$ cat src/source/flow_pkg.sv
/*
 * Shared package for the flow merger: default sizes, the skid buffer
 * occupancy enum and the round-robin index wrap helper
 */

`default_nettype none

package flow_pkg;

  // Default number of merged input flows
  localparam int NUM_FLOWS_DEFAULT = 4;

  // Default payload width in bits
  localparam int DATA_WIDTH_DEFAULT = 16;

  // Skid buffer occupancy
  typedef enum logic [1:0] {
    skid_empty = 2'd0,
    skid_one   = 2'd1,
    skid_two   = 2'd2
  } skid_state_e;

  // Folds an index in the range [0, 2*n) back into [0, n)
  // Callers only ever add less than n to a valid index
  function automatic int unsigned rr_wrap(input int unsigned idx, input int unsigned n);
    int unsigned result;
    result = idx;
    if (idx >= n) begin
      result = idx - n;
    end
    return result;
  endfunction

endpackage : flow_pkg

`default_nettype wire

$ cat src/source/flow_skid.sv
/*
 * Two-entry skid buffer with a registered push_ready and registered
 * pop_data, used once per input flow
 */

`timescale 1ns/100ps
`default_nettype none

module flow_skid import flow_pkg::*; #(
  parameter int DataWidth = 1  // Must be at least 1
) (
  input  logic                 clk,
  input  logic                 rst,
  input  logic                 push_valid,
  output logic                 push_ready,
  input  logic [DataWidth-1:0] push_data,
  output logic                 pop_valid,
  input  logic                 pop_ready,
  output logic [DataWidth-1:0] pop_data
);

  // ----------------------------------------------------------
  // Storage and control
  // ----------------------------------------------------------

  skid_state_e          state_q;
  skid_state_e          state_d;

  // Main register always holds the oldest beat
  logic [DataWidth-1:0] main_q;
  // Skid register catches the beat that arrives during a stall
  logic [DataWidth-1:0] skid_q;

  logic                 push_xfer;
  logic                 pop_xfer;
  logic                 load_main;
  logic                 load_from_skid;
  logic                 load_skid;

  assign push_xfer = push_valid && push_ready;
  assign pop_xfer  = pop_valid && pop_ready;

  // Output side comes straight from registers
  assign pop_valid = (state_q != skid_empty);
  assign pop_data  = main_q;

  // ----------------------------------------------------------
  // Next state and register load enables
  // ----------------------------------------------------------

  always_comb begin
    state_d        = state_q;
    load_main      = 1'b0;
    load_from_skid = 1'b0;
    load_skid      = 1'b0;
    unique case (state_q)
      skid_empty: begin
        // First beat goes directly to the output register
        if (push_xfer) begin
          state_d   = skid_one;
          load_main = 1'b1;
        end
      end
      skid_one: begin
        if (push_xfer && pop_xfer) begin
          // Streaming, so the new beat replaces the departing one
          load_main = 1'b1;
        end else if (push_xfer) begin
          // Output stalled, park the new beat behind the main one
          state_d   = skid_two;
          load_skid = 1'b1;
        end else if (pop_xfer) begin
          state_d = skid_empty;
        end
      end
      skid_two: begin
        // push_ready is low here, only the output side can move
        if (pop_xfer) begin
          state_d        = skid_one;
          load_main      = 1'b1;
          load_from_skid = 1'b1;
        end
      end
      default: begin
        state_d = skid_empty;
      end
    endcase
  end

  // ----------------------------------------------------------
  // Registers
  // ----------------------------------------------------------

  // push_ready is registered from the next state
  // Keeps the downstream ready off the upstream timing path
  always_ff @(posedge clk) begin
    if (rst) begin
      state_q    <= skid_empty;
      push_ready <= 1'b1;
    end else begin
      state_q    <= state_d;
      push_ready <= (state_d != skid_two);
    end
  end

  // Payload registers
  always_ff @(posedge clk) begin
    if (load_main) begin
      main_q <= load_from_skid ? skid_q : push_data;
    end
    if (load_skid) begin
      skid_q <= push_data;
    end
  end

endmodule : flow_skid

`default_nettype wire

$ cat src/source/flow_arb_rr.sv
/*
 * Round-robin arbiter with ready/valid flows on the push side and a
 * single grant handshake on the pop side
 */

`timescale 1ns/100ps
`default_nettype none

module flow_arb_rr import flow_pkg::*; #(
  parameter int NumFlows = 2  // Must be at least 2
) (
  input  logic                clk,
  input  logic                rst,
  input  logic [NumFlows-1:0] push_valid,
  output logic [NumFlows-1:0] push_ready,
  input  logic                pop_ready,
  output logic                pop_valid
);

  localparam int IdxWidth = $clog2(NumFlows);

  // ----------------------------------------------------------
  // Priority pointer and winner search
  // ----------------------------------------------------------

  // Flow with the highest priority in the current cycle
  logic [IdxWidth-1:0] ptr_q;
  // First valid flow at or after the pointer
  logic [IdxWidth-1:0] win_idx;

  // Any request is enough to present a valid grant
  assign pop_valid = |push_valid;

  // Scan from the pointer upward and wrap at NumFlows
  always_comb begin
    int unsigned cand;
    logic        found;
    cand    = 0;
    found   = 1'b0;
    win_idx = ptr_q;
    for (int off = 0; off < NumFlows; off++) begin
      cand = rr_wrap(int'(ptr_q) + off, NumFlows);
      if (!found && push_valid[cand]) begin
        found   = 1'b1;
        win_idx = IdxWidth'(cand);
      end
    end
  end

  // ----------------------------------------------------------
  // Grant
  // ----------------------------------------------------------

  // Onehot0 ready back to the flows
  // No grant at all while the consumer stalls
  always_comb begin
    push_ready = '0;
    if (pop_valid && pop_ready) begin
      push_ready[win_idx] = 1'b1;
    end
  end

  // ----------------------------------------------------------
  // Pointer update
  // ----------------------------------------------------------

  // After a transfer the winner drops to lowest priority
  // Pointer holds while nothing moves, so the winner stays put
  always_ff @(posedge clk) begin
    if (rst) begin
      ptr_q <= '0;
    end else if (pop_valid && pop_ready) begin
      ptr_q <= IdxWidth'(rr_wrap(int'(win_idx) + 1, NumFlows));
    end
  end

endmodule : flow_arb_rr

`default_nettype wire

$ cat src/source/flow_mux_rr.sv
/*
 * Round-robin flow multiplexer: arbiter plus grant index encoding and
 * data selection, zero latency from push to pop
 */

`timescale 1ns/100ps
`default_nettype none

module flow_mux_rr #(
  parameter int NumFlows  = 2,  // Must be at least 2
  parameter int DataWidth = 1   // Must be at least 1
) (
  input  logic                               clk,
  input  logic                               rst,
  input  logic [NumFlows-1:0]                push_valid,
  output logic [NumFlows-1:0]                push_ready,
  input  logic [NumFlows-1:0][DataWidth-1:0] push_data,
  input  logic                               pop_ready,
  output logic                               pop_valid,
  output logic [DataWidth-1:0]               pop_data,
  output logic [$clog2(NumFlows)-1:0]        pop_flow
);

  localparam int IdxWidth = $clog2(NumFlows);

  // ----------------------------------------------------------
  // Arbitration
  // ----------------------------------------------------------

  flow_arb_rr #(
    .NumFlows(NumFlows)
  ) i_arb (
    .clk       (clk),
    .rst       (rst),
    .push_valid(push_valid),
    .push_ready(push_ready),
    .pop_ready (pop_ready),
    .pop_valid (pop_valid)
  );

  // ----------------------------------------------------------
  // Grant index and data select
  // ----------------------------------------------------------

  logic [IdxWidth-1:0] grant_idx;

  // Granted and valid is onehot0
  // OR of the matching indices is therefore the index itself
  always_comb begin
    grant_idx = '0;
    for (int i = 0; i < NumFlows; i++) begin
      if (push_ready[i] && push_valid[i]) begin
        grant_idx = grant_idx | IdxWidth'(i);
      end
    end
  end

  // Source flow travels with the beat
  assign pop_flow = grant_idx;
  assign pop_data = push_data[grant_idx];

endmodule : flow_mux_rr

`default_nettype wire

$ cat src/source/flow_merge_top.sv
/*
 * Flow merger top level: one skid buffer per input flow feeding the
 * round-robin flow multiplexer
 */

`timescale 1ns/100ps
`default_nettype none

module flow_merge_top import flow_pkg::*; #(
  parameter int NumFlows  = NUM_FLOWS_DEFAULT,   // Must be at least 2
  parameter int DataWidth = DATA_WIDTH_DEFAULT   // Must be at least 1
) (
  input  logic                               clk,
  input  logic                               rst,

  // Producer side, one ready/valid stream per flow
  input  logic [NumFlows-1:0]                push_valid,
  output logic [NumFlows-1:0]                push_ready,
  input  logic [NumFlows-1:0][DataWidth-1:0] push_data,

  // Consumer side, merged stream tagged with its source flow
  output logic                               pop_valid,
  input  logic                               pop_ready,
  output logic [DataWidth-1:0]               pop_data,
  output logic [$clog2(NumFlows)-1:0]        pop_flow
);

  // ----------------------------------------------------------
  // Skid buffer outputs into the multiplexer
  // ----------------------------------------------------------

  logic [NumFlows-1:0]                mux_valid;
  logic [NumFlows-1:0]                mux_ready;
  logic [NumFlows-1:0][DataWidth-1:0] mux_data;

  // Per-flow buffering
  // Registered push_ready isolates each producer from the arbiter
  for (genvar i = 0; i < NumFlows; i++) begin : g_flow
    flow_skid #(
      .DataWidth(DataWidth)
    ) i_skid (
      .clk       (clk),
      .rst       (rst),
      .push_valid(push_valid[i]),
      .push_ready(push_ready[i]),
      .push_data (push_data[i]),
      .pop_valid (mux_valid[i]),
      .pop_ready (mux_ready[i]),
      .pop_data  (mux_data[i])
    );
  end

  // ----------------------------------------------------------
  // Merge
  // ----------------------------------------------------------

  // Fair arbitration, one beat per transfer, zero latency
  flow_mux_rr #(
    .NumFlows (NumFlows),
    .DataWidth(DataWidth)
  ) i_mux (
    .clk       (clk),
    .rst       (rst),
    .push_valid(mux_valid),
    .push_ready(mux_ready),
    .push_data (mux_data),
    .pop_ready (pop_ready),
    .pop_valid (pop_valid),
    .pop_data  (pop_data),
    .pop_flow  (pop_flow)
  );

endmodule : flow_merge_top

`default_nettype wire

$ cat config.mk
export PLATFORM = sky130hd
export DESIGN_NAME = flow_merge_top
export DESIGN_NICKNAME = d
export VERILOG_FILES = /design/src/source/flow_pkg.sv /design/src/source/flow_skid.sv /design/src/source/flow_arb_rr.sv /design/src/source/flow_mux_rr.sv /design/src/source/flow_merge_top.sv
export SDC_FILE = /design/constraint.sdc
export NUM_CORES = 1
export LEC_CHECK = 0
export ABC_CLOCK_PERIOD_IN_PS = 5500
export BUFFER_PORTS_ARGS = -buffer_cell sky130_fd_sc_hd__buf_2
export CAP_MARGIN = 20
export CORE_UTILIZATION = 58
export DETAILED_ROUTE_END_ITERATION = 6
export PLACE_DENSITY = 0.78
export SETUP_SLACK_MARGIN = 0.5
export SLEW_MARGIN = 20
export SYNTH_ARGS = -nofsm -noshare
export SYNTH_HDL_FRONTEND = slang
export SYNTH_SLANG_ARGS = --single-unit
$ cat constraint.sdc
create_clock -name clk -period 5.5 [get_ports clk]
set_input_delay 0.55 -clock clk [delete_from_list [all_inputs] [get_ports clk]]
set_output_delay 0.55 -clock clk [all_outputs]
set_load 0.01 [all_outputs]
==> results.toml, run 1 <==
[run_status]
status = "finished, final reports clean"

[cells_and_area]
final_cell_mix = "edfxtp_1 (128), buf_2 (93), mux2_2 (41), mux2_4 (22), a21oi_1 (21)"
synthToLayoutAreaGrowth_pct = 17.5
nFillCells = 725
insertedDiodeCount = 0
finalInstanceArea_um2 = 7290
final_common_cell = "edfxtp_1"
final_util_pct = 70.3
nets = 560
drive_gt1_share_pct = 40.8

[pwr]
powerDensity_nw_per_um2 = 573
p_leak_nw = 2.80
p_seq_share_pct = 40.4
p_sw_share_pct = 34.4
vdd_ir_drop_max_mv = 0.379
p_sw_mw = 1.44
p_clk_share_pct = 27.2
p_comb_share_pct = 32.4
power.internal_mw = 2.74

[sta]
finalHoldViolCount = 0
fin_setup_tns_ns = 0
max_slew_margin_pct = 26.0
fin_skew_ns = 0.00711
post-route-period-util_pct = 73.2
worst_slew_pin_slew_ns = 1.11
period_minus_slack_ns = 4.03
setup_viol = 0
fmax_ghz = 0.248
slew_viol_final = 0
rsz0062_at_grt = "false"

[clock_tree]
ctsHtreeMaxLevel = 4
clockRootBuffer = "clkbuf_8"
cts.sinks = 142
postCtsSetupBuffers = 0
clk_pin_slew_ns = 0.06
cts_tree = "built"
cts_resized = 0
clk_path_buf_depth = 2
clock_latency_ns = 0.54
ctsHoldBuffers = 0
cts-buffers-inserted = 17

[critical_path]
arrival_ns = 3.48
cp_max_fo = 37
crit_chain = "or2_2 > o221ai_2 > a21bo_2 > inv_1 > a21oi_1 > o22ai_1 > buf_2"
crit_required_ns = 4.95
crit_slowest_cell = "a21bo_2"
rr_worst_depth = 6
cp_slowest_stage_delay_ns = 0.73
critPathKind = "register to output pin"
start_kind = "register"
end_kind = "output pin"

[grt]
grt_first_pass_wirelength_um = 19800
antenna_found_initial = 0
overflow = 0
grt_pass1_vias = 3808
grt_max_degree = 38
grt_usage_pct = 25.0

[yosys]
synthesis.nets = 467
synth_edf_count = 128
synth_cell_types = 58
synth.area.top_cells = "edfxtp_1 (62%), mux2_2 (7.4%), mux2_4 (5.3%)"
ys.flop_type = "edfxtp_1"
synth_area_leader_cell = "edfxtp_1"
syn_area_um2 = 6210
synthCells = 396
ys_ff_latch = 142
ys_warn_count = 0
synth_top_area_share_pct = 61.9
ys_async_sr_fraction_pct = 0
synth.yosys.seq_area_share_pct = 66.4
avgSynthCellArea_um2 = 15.7

[detailed_routing]
drc_errors = 0
drtIter0Drc = 250
wl_per_cell_um = 19.8
vias_per_cell = 5.86
first_pass_iters = 4
wirelength_um = 12700
vias = 3741
ant_nets = 0

[die]
io_pins = 94
die_y_um = 105
start_util_pct = 59.9
die_w_um = 105
fp.coreArea_um2 = 10400
rows = 37
die_area_um2 = 11100

[hold_path]
hold_path_class = "input pin to register"
hold_depth = 1

[placement]
dp_hpwl_um = 8600
placed_cell_area_um2 = 6710
gp_congestion = 0.787
port_buffers = 93

[flow_run]
cap_viol_max_count = 0
-- final timing paths --
check	start	end	slack, ns
worst max register to register	g_flow[3].i_skid.state_q[1]$_SDFF_PP0_	g_flow[1].i_skid.pop_data[4]$_DFFE_PP_	2.08
worst min-delay path	push_data[27]	g_flow[1].i_skid.skid_q[11]$_DFFE_PP_	0.20
worst min register to register	g_flow[1].i_skid.skid_q[7]$_DFFE_PP_	g_flow[1].i_skid.pop_data[7]$_DFFE_PP_	0.54
worst max-delay path	g_flow[3].i_skid.state_q[1]$_SDFF_PP0_	pop_data[1]	1.47
-- through the flow --
| stage | cells | hold WS [ns] | worst slack (ns) | power [mW] |
|---|---|---|---|---|
| final | 638 | 0.196 | 1.47 | 4.18 |
| after global routing | 638 | 0.160 | 1.16 | 4.39 |
| after CTS | 638 | 0.175 | 1.49 | 4.20 |
| after detailed placement | 606 | 0.528 | 2.07 | 3.06 |
| after global placement | 606 | 0.529 | 2.18 | 3.01 |
| after floorplan | 396 | 0.501 | 2.78 | 2.65 |
-- kinds of logic after synthesis --
| group | after synthesis | share of synthesized area (%) |
|---|---|---|
| AO/OA/AOI/OAI | 85 | 9.03 |
| XOR/XNOR | 1 | 0.141 |
| adder cells (fa/ha/maj) | 1 | 0.161 |
| buffers and inverters | 29 | 2.98 |
| flip-flops | 142 | 66.4 |
| multiplexers | 80 | 15.5 |
| AND/OR/NAND/NOR | 58 | 5.72 |
-- cells in the mapped netlist (2+ instances only) --
master and count:
nor2_1 17, nor3_1 3, a21oi_1 21, a21boi_0 2, o22ai_1 16, o211ai_1 2
buf_6 3, buf_4 5, edfxtp_1 128, o21ai_0 18, nand2b_1 3, a221o_1 2
nand3_1 4, nor3_4 2, mux2i_1 16, inv_1 5, a31oi_1 2, mux2_2 41
o21a_1 2, a211oi_1 4, a21o_1 2, mux2_4 22, buf_2 6, clkbuf_1 7
o221ai_2 2, nand2_1 12, nand2_4 2, a211o_1 4, dfxtp_1 14
-- sequential cells by signal (all words and copies together) (netlist names) --
name	flops
g_flow.i_skid.pop_data	64
g_flow.i_skid.push_ready	4
g_flow.i_skid.skid_q	64
g_flow.i_skid.state_q	8
i_mux.i_arb.ptr_q	2
-- final cells by class --
class | count | area [um2] | share of cell area [%]
inverter | 6 | 22.5 | 0.309
sequential | 142 | 4120 | 56.5
clock inverter | 14 | 165 | 2.26
multi-input combinational | 225 | 1900 | 26.0
timing repair buffer | 97 | 495 | 6.79
tap | 136 | 170 | 2.33
clock buffer | 18 | 418 | 5.73
-- routing by layer --
layer / part of all wire [%] / GRT usage (%)
met5: 0 / 0
met4: 2.5 / 10.6
met3: 5.4 / 8.16
met2: 51 / 41.2
met1: 41 / 30.2
-- power by group through the flow --
| stage | Combinational [mW] | Sequential [mW] | Clock, mW |
|---|---|---|---|
| after global routing | 1.47 | 1.71 | 1.20 |
| after floorplan | 1.01 | 1.64 | 0 |
| after global placement | 1.31 | 1.70 | 0 |
| after CTS | 1.36 | 1.69 | 1.15 |
| after detailed placement | 1.35 | 1.71 | 0 |
| final | 1.35 | 1.69 | 1.14 |
-- worst max-delay path: cells and delay by family (launching register included) --
kind | cells | cell delay, ns
compound gates | 4 | 1.48
buf+inv | 2 | 0.73
flops | 1 | 0.35
simple gates | 1 | 0.35
Power figures use the tool's default switching activity.
==> run 2, diff against run 1 <==
--- a/config.mk
+++ b/config.mk
@@ -5,12 +5,12 @@
 export SDC_FILE = /design/constraint.sdc
 export NUM_CORES = 1
 export LEC_CHECK = 0
-export ABC_CLOCK_PERIOD_IN_PS = 5500
+export ABC_CLOCK_PERIOD_IN_PS = 4050
 export BUFFER_PORTS_ARGS = -buffer_cell sky130_fd_sc_hd__buf_2
 export CAP_MARGIN = 20
-export CORE_UTILIZATION = 58
+export CORE_UTILIZATION = 57
 export DETAILED_ROUTE_END_ITERATION = 6
-export PLACE_DENSITY = 0.78
+export PLACE_DENSITY = 0.77
 export SETUP_SLACK_MARGIN = 0.5
 export SLEW_MARGIN = 20
 export SYNTH_ARGS = -nofsm -noshare
==> constraint.sdc (replaced) <==
create_clock -name clk -period 4.05 [get_ports clk]
set_input_delay 0.405 -clock clk [delete_from_list [all_inputs] [get_ports clk]]
set_output_delay 0.405 -clock clk [all_outputs]
set_load 0.01 [all_outputs]
==> results.toml, run 2 (same netlist as run 1, synthesis figures left out) <==
[run_status]
status = "finished, final reports clean"

[cells_and_area]
final_util_pct = 69.6
final_cell_mix = "edfxtp_1 (128), buf_2 (93), mux2_2 (41), mux2_4 (22), a21oi_1 (21)"
final_common_cell = "edfxtp_1"
synthToLayoutAreaGrowth_pct = 17.2
drive_gt1_share_pct = 41.3
nets = 562
insertedDiodeCount = 0

[detailed_routing]
vias_per_cell = 5.98
drtIter0Drc = 248
vias = 3827
ant_nets = 0
drc_errors = 0
wirelength_um = 12700
wl_per_cell_um = 19.9
first_pass_iters = 6

[grt]
grt_pass1_vias = 3738
antenna_found_initial = 0
overflow = 0
grt_max_degree = 38
grt_first_pass_wirelength_um = 19700
grt_usage_pct = 24.2

[sta]
fmax_ghz = 0.296
worst_slew_pin_slew_ns = 0.953
setup_viol = 0
fin_setup_tns_ns = 0
fin_skew_ns = 0.00853
max_slew_margin_pct = 36.3
hold_slack_ns = 0.0561
slew_viol_final = 0
finalHoldViolCount = 0
rsz0062_at_grt = "false"
post-route-period-util_pct = 83.3
period_minus_slack_ns = 3.37
setup_ws_ns = 0.677

[critical_path]
cp_max_fo = 23
start_kind = "register"
end_kind = "output pin"
critPathKind = "register to output pin"
crit_slowest_cell = "inv_1"
crit_chain = "nor2_1 > o221ai_2 > a21bo_2 > inv_1 > a21oi_1 > o22ai_1 > buf_2"
crit_required_ns = 3.64
reg2reg_slack_ns = 1.13
arrival_ns = 2.97
cp_slowest_stage_delay_ns = 0.59

[die]
start_util_pct = 59.3
fp.coreArea_um2 = 10500
io_pins = 94
die_w_um = 106
rows = 37
die_area_um2 = 11300
die_y_um = 106

[clock_tree]
clockRootBuffer = "clkbuf_8"
postCtsSetupBuffers = 0
cts-buffers-inserted = 17
clock_latency_ns = 0.53
clk_path_buf_depth = 2
cts.sinks = 142
cts_tree = "built"
ctsHtreeMaxLevel = 4
clk_pin_slew_ns = 0.06

[flow_run]
cap_viol_max_count = 0

[hold_path]
hold_path_class = "input pin to register"

[pwr]
powerDensity_nw_per_um2 = 770
power_mw = 5.60
p_leak_nw = 2.79
vdd_ir_drop_max_mv = 0.460

[placement]
pre_cts_ws_ns = 0.785
gp_congestion = 0.865
dp_hpwl_um = 8780
port_buffers = 93
[run 2: cell count changes in the layout (fill, tap and decap cells not counted), sizes merged]
cell	before	now
buf	97	99
bufinv	3	2
clkinv	6	8
clkinvlp	2	4
inv	9	6
[run 2: per-stage QoR]
stage,std cells,cell area (um2)
after floorplan,396,6210
after global placement,608,6730
after detailed placement,608,6730
after CTS,640,7270
after global routing,640,7280
final,640,7280
[run 2: repair_timing]
| item | 4_1_cts | 5_1_grt |
|---|---|---|
| gates resized for setup | 1 | 1 |
| pin swaps | 0 | 0 |
| setup endpoints to repair | 16 | 14 |
| hold buffers | 0 | 0 |
[run 2: area by class of cell]
cell class	count	area, um2
sequential	142	4120
fill	697	3190
multi-input combinational	225	1910
timing repair buffer	99	510
clock buffer	18	418
tap	136	170
clock inverter	14	126
inverter	6	22.5
[run 2: per-layer routing]
metal  up-vias  share of wire (%)  GRT usage, %
met3        27                6.5          6.62
met2       160                 49          38.3
met5         -                  0             0
met1      1893                 41          31.4
li1       1747                  -             -
met4         0                2.9          10.3
[run 2: power breakdown]
part / switching (mW) / leakage [nW] / internal, mW
clock: 0.575 / 0.259 / 0.861
combinational: 1.17 / 1.22 / 0.694
sequential: 0.189 / 1.31 / 2.11
[run 2: worst paths after layout]
path,cells past startpoint,to,start
max,7,pop_data[14],g_flow[0].i_skid.state_q[0]$_SDFF_PP0_
min,1,g_flow[1].i_skid.skid_q[2]$_DFFE_PP_,push_data[18]
max reg2reg,6,g_flow[3].i_skid.pop_data[9]$_DFFE_PP_,g_flow[0].i_skid.state_q[0]$_SDFF_PP0_
min reg2reg,1,g_flow[3].i_skid.pop_data[13]$_DFFE_PP_,g_flow[3].i_skid.skid_q[13]$_DFFE_PP_
[run 2: critical path: cells and delay by family (launching register included)]
kind	cells	cell delay, ns
DFF	1	0.40
and+or+nand+nor	1	0.29
buffers and inverters	2	0.79
AOI/OAI and AO/OA	4	0.94
==> run 3, diff against run 2 <==
--- a/config.mk
+++ b/config.mk
@@ -5,7 +5,7 @@
 export SDC_FILE = /design/constraint.sdc
 export NUM_CORES = 1
 export LEC_CHECK = 0
-export ABC_CLOCK_PERIOD_IN_PS = 4050
+export ABC_CLOCK_PERIOD_IN_PS = 3300
 export BUFFER_PORTS_ARGS = -buffer_cell sky130_fd_sc_hd__buf_2
 export CAP_MARGIN = 20
 export CORE_UTILIZATION = 57
==> constraint.sdc (replaced) <==
create_clock -name clk -period 3.3 [get_ports clk]
set_input_delay 0.33 -clock clk [delete_from_list [all_inputs] [get_ports clk]]
set_output_delay 0.33 -clock clk [all_outputs]
set_load 0.01 [all_outputs]
==> results.toml, run 3 (same netlist as run 1, synthesis figures left out) <==
[placement]
port_buffers = 93
placed_cell_area_um2 = 6770
dp_hpwl_um = 8670
gp_congestion = 0.827

[sta]
finalHoldViolCount = 0
slew_viol_final = 0
fin_skew_ns = 0.00741
fmax_ghz = 0.350
post-route-period-util_pct = 86.5
rsz0062_at_grt = "true"
setup_viol = 0
fin_setup_tns_ns = 0
worst_slew_pin_slew_ns = 0.647
period_minus_slack_ns = 2.86
max_slew_margin_pct = 56.5

[cells_and_area]
synthToLayoutAreaGrowth_pct = 35.4
nFillCells = 563
seq_area_um2 = 4140
nets = 642
finalInstanceArea_um2 = 8400
multi_input_area_um2 = 2180
final_cell_mix = "edfxtp_1 (128), buf_2 (93), dlygate4sd3_1 (51), mux2_2 (41), buf_4 (27)"
insertedDiodeCount = 0
final_common_cell = "edfxtp_1"
drive_gt1_share_pct = 47.5

[die]
rows = 37
die_y_um = 106
fp.coreArea_um2 = 10500
die_w_um = 106
io_pins = 94
die_area_um2 = 11300
start_util_pct = 59.3

[pwr]
p_clk_share_pct = 23.6
vdd_ir_drop_max_mv = 0.557
p_sw_share_pct = 35.3
powerDensity_nw_per_um2 = 968
p_leak_nw = 3.25
p_comb_share_pct = 41.5
power.internal_mw = 5.26
p_seq_share_pct = 34.9
p_sw_mw = 2.87

[detailed_routing]
drtIter0Drc = 287
wl_per_cell_um = 20.3
wirelength_um = 14600
first_pass_iters = 4
drc_errors = 0
vias = 4217
ant_nets = 0
vias_per_cell = 5.87

[clock_tree]
clock_latency_ns = 0.52
cts-buffers-inserted = 17
ctsHtreeMaxLevel = 4
cts_tree = "built"
clk_path_buf_depth = 2
cts.sinks = 142
clk_pin_slew_ns = 0.06
clockRootBuffer = "clkbuf_8"

[critical_path]
cp-startpoint = "g_flow[3].i_skid.state_q[0]$_SDFF_PP0_"
crit_required_ns = 2.97
end_kind = "output pin"
r2r-start = "g_flow[0].i_skid.state_q[0]$_SDFF_PP0_"
cp_slowest_stage_delay_ns = 0.43
cp_top_family = "compound AO/OA/AOI/OAI gates"
arrival_ns = 2.53
crit_slowest_cell = "a221o_2"
start_kind = "register"
cp.depth = 7
cp_num_buf_inv = 2
critPathKind = "register to output pin"
rr_worst_depth = 8
crit_chain = "or3b_4 > a221o_2 > nand2b_4 > buf_6 > a21oi_4 > o22ai_2 > buf_2"
cp_max_fo = 5

[run_status]
status = "finished, final reports clean"

[hold_path]
holdCritStartpoint = "push_data[7]"
hold_depth = 1
hold_path_class = "input pin to register"

[grt]
grt_first_pass_wirelength_um = 21500
antenna_found_initial = 0
grt_max_degree = 37
grt_pass1_vias = 4161
overflow = 0
grt_usage_pct = 26.2

[flow_run]
cap_viol_max_count = 0
==> run 3: cell count changes in the layout (fill, tap and decap cells not counted), moves of 9 or more <==
cell           before  now
o22ai_1            16    5
o22ai_2             0   11
a21oi_1            21    5
buf_4               6   27
dlygate4sd3_1       0   51
a21oi_2             1   10
==> run 3: repair_timing <==
item,4_1_cts,5_1_grt
hold buffers,49,2
endpoints found under the setup margin,32,75
gates cloned,2,2
resized for setup,35,36
hold endpoints to repair,49,2
setup buffers,6,13
pin swaps,12,23
==> run 3: worst register-to-register path, delay by kind of cell, from the launching register on <==
| family | cells | cell delay, ns |
|---|---|---|
| and+or+nand+nor | 4 | 1.11 |
| buffers and inverters | 3 | 0.59 |
| AOI/OAI and AO/OA | 1 | 0.29 |
| DFF | 1 | 0.38 |
==> run 3: area by class of cell <==
cell class | instances | area share (%)
Inverter | 6 | 0.313
Multi-Input combinational cell | 226 | 25.9
Timing Repair Buffer | 178 | 15.5
Sequential cell | 142 | 49.2
Clock buffer | 18 | 4.97
Clock inverter | 13 | 2.05
Tap cell | 136 | 2.03
==> run 3: power groups by stage <==
stage          registers, mW  logic [mW]  clock network (mW)
2_1_floorplan           2.73        1.68                   0
3_3_place_gp            2.79        2.30                   0
3_5_place_dp            2.81        2.35                   0
4_1_cts                 2.79        2.79                1.93
5_1_grt                 2.87        3.57                2.01
6_report                2.84        3.38                1.92
==> run 3: final timing paths <==
| path | to | slack (ns) |
|---|---|---|
| worst max-delay path | pop_data[5] | 0.44 |
| worst min-delay path | g_flow[0].i_skid.skid_q[7]$_DFFE_PP_ | 0.02 |
| worst max register to register | g_flow[3].i_skid.pop_data[9]$_DFFE_PP_ | 0.60 |
| worst min register to register | g_flow[0].i_skid.pop_data[0]$_DFFE_PP_ | 0.54 |
==> run 3: metrics by stage <==
step	power [mW]	cells	util, %	hold WS, ns	setup WS, ns
2_1_floorplan	4.41	396	-	0.429	0.584
3_3_place_gp	5.09	614	64.7	0.514	0.580
3_5_place_dp	5.16	614	64.7	0.522	0.529
4_1_cts	7.51	702	77.0	0.000672	0.460
5_1_grt	8.45	719	80.3	0.00172	0.409
6_report	8.13	719	80.3	0.0167	0.444
==> run 3: per-layer routing <==
layer / GRT usage (%) / vias to the layer above / routed length (um)
li1: - / 1910 / -
met1: 34.3 / 2066 / 5820
met2: 41.7 / 210 / 7410
met3: 5.33 / 31 / 1050
met4: 12.9 / 0 / 349
met5: 0 / - / 0
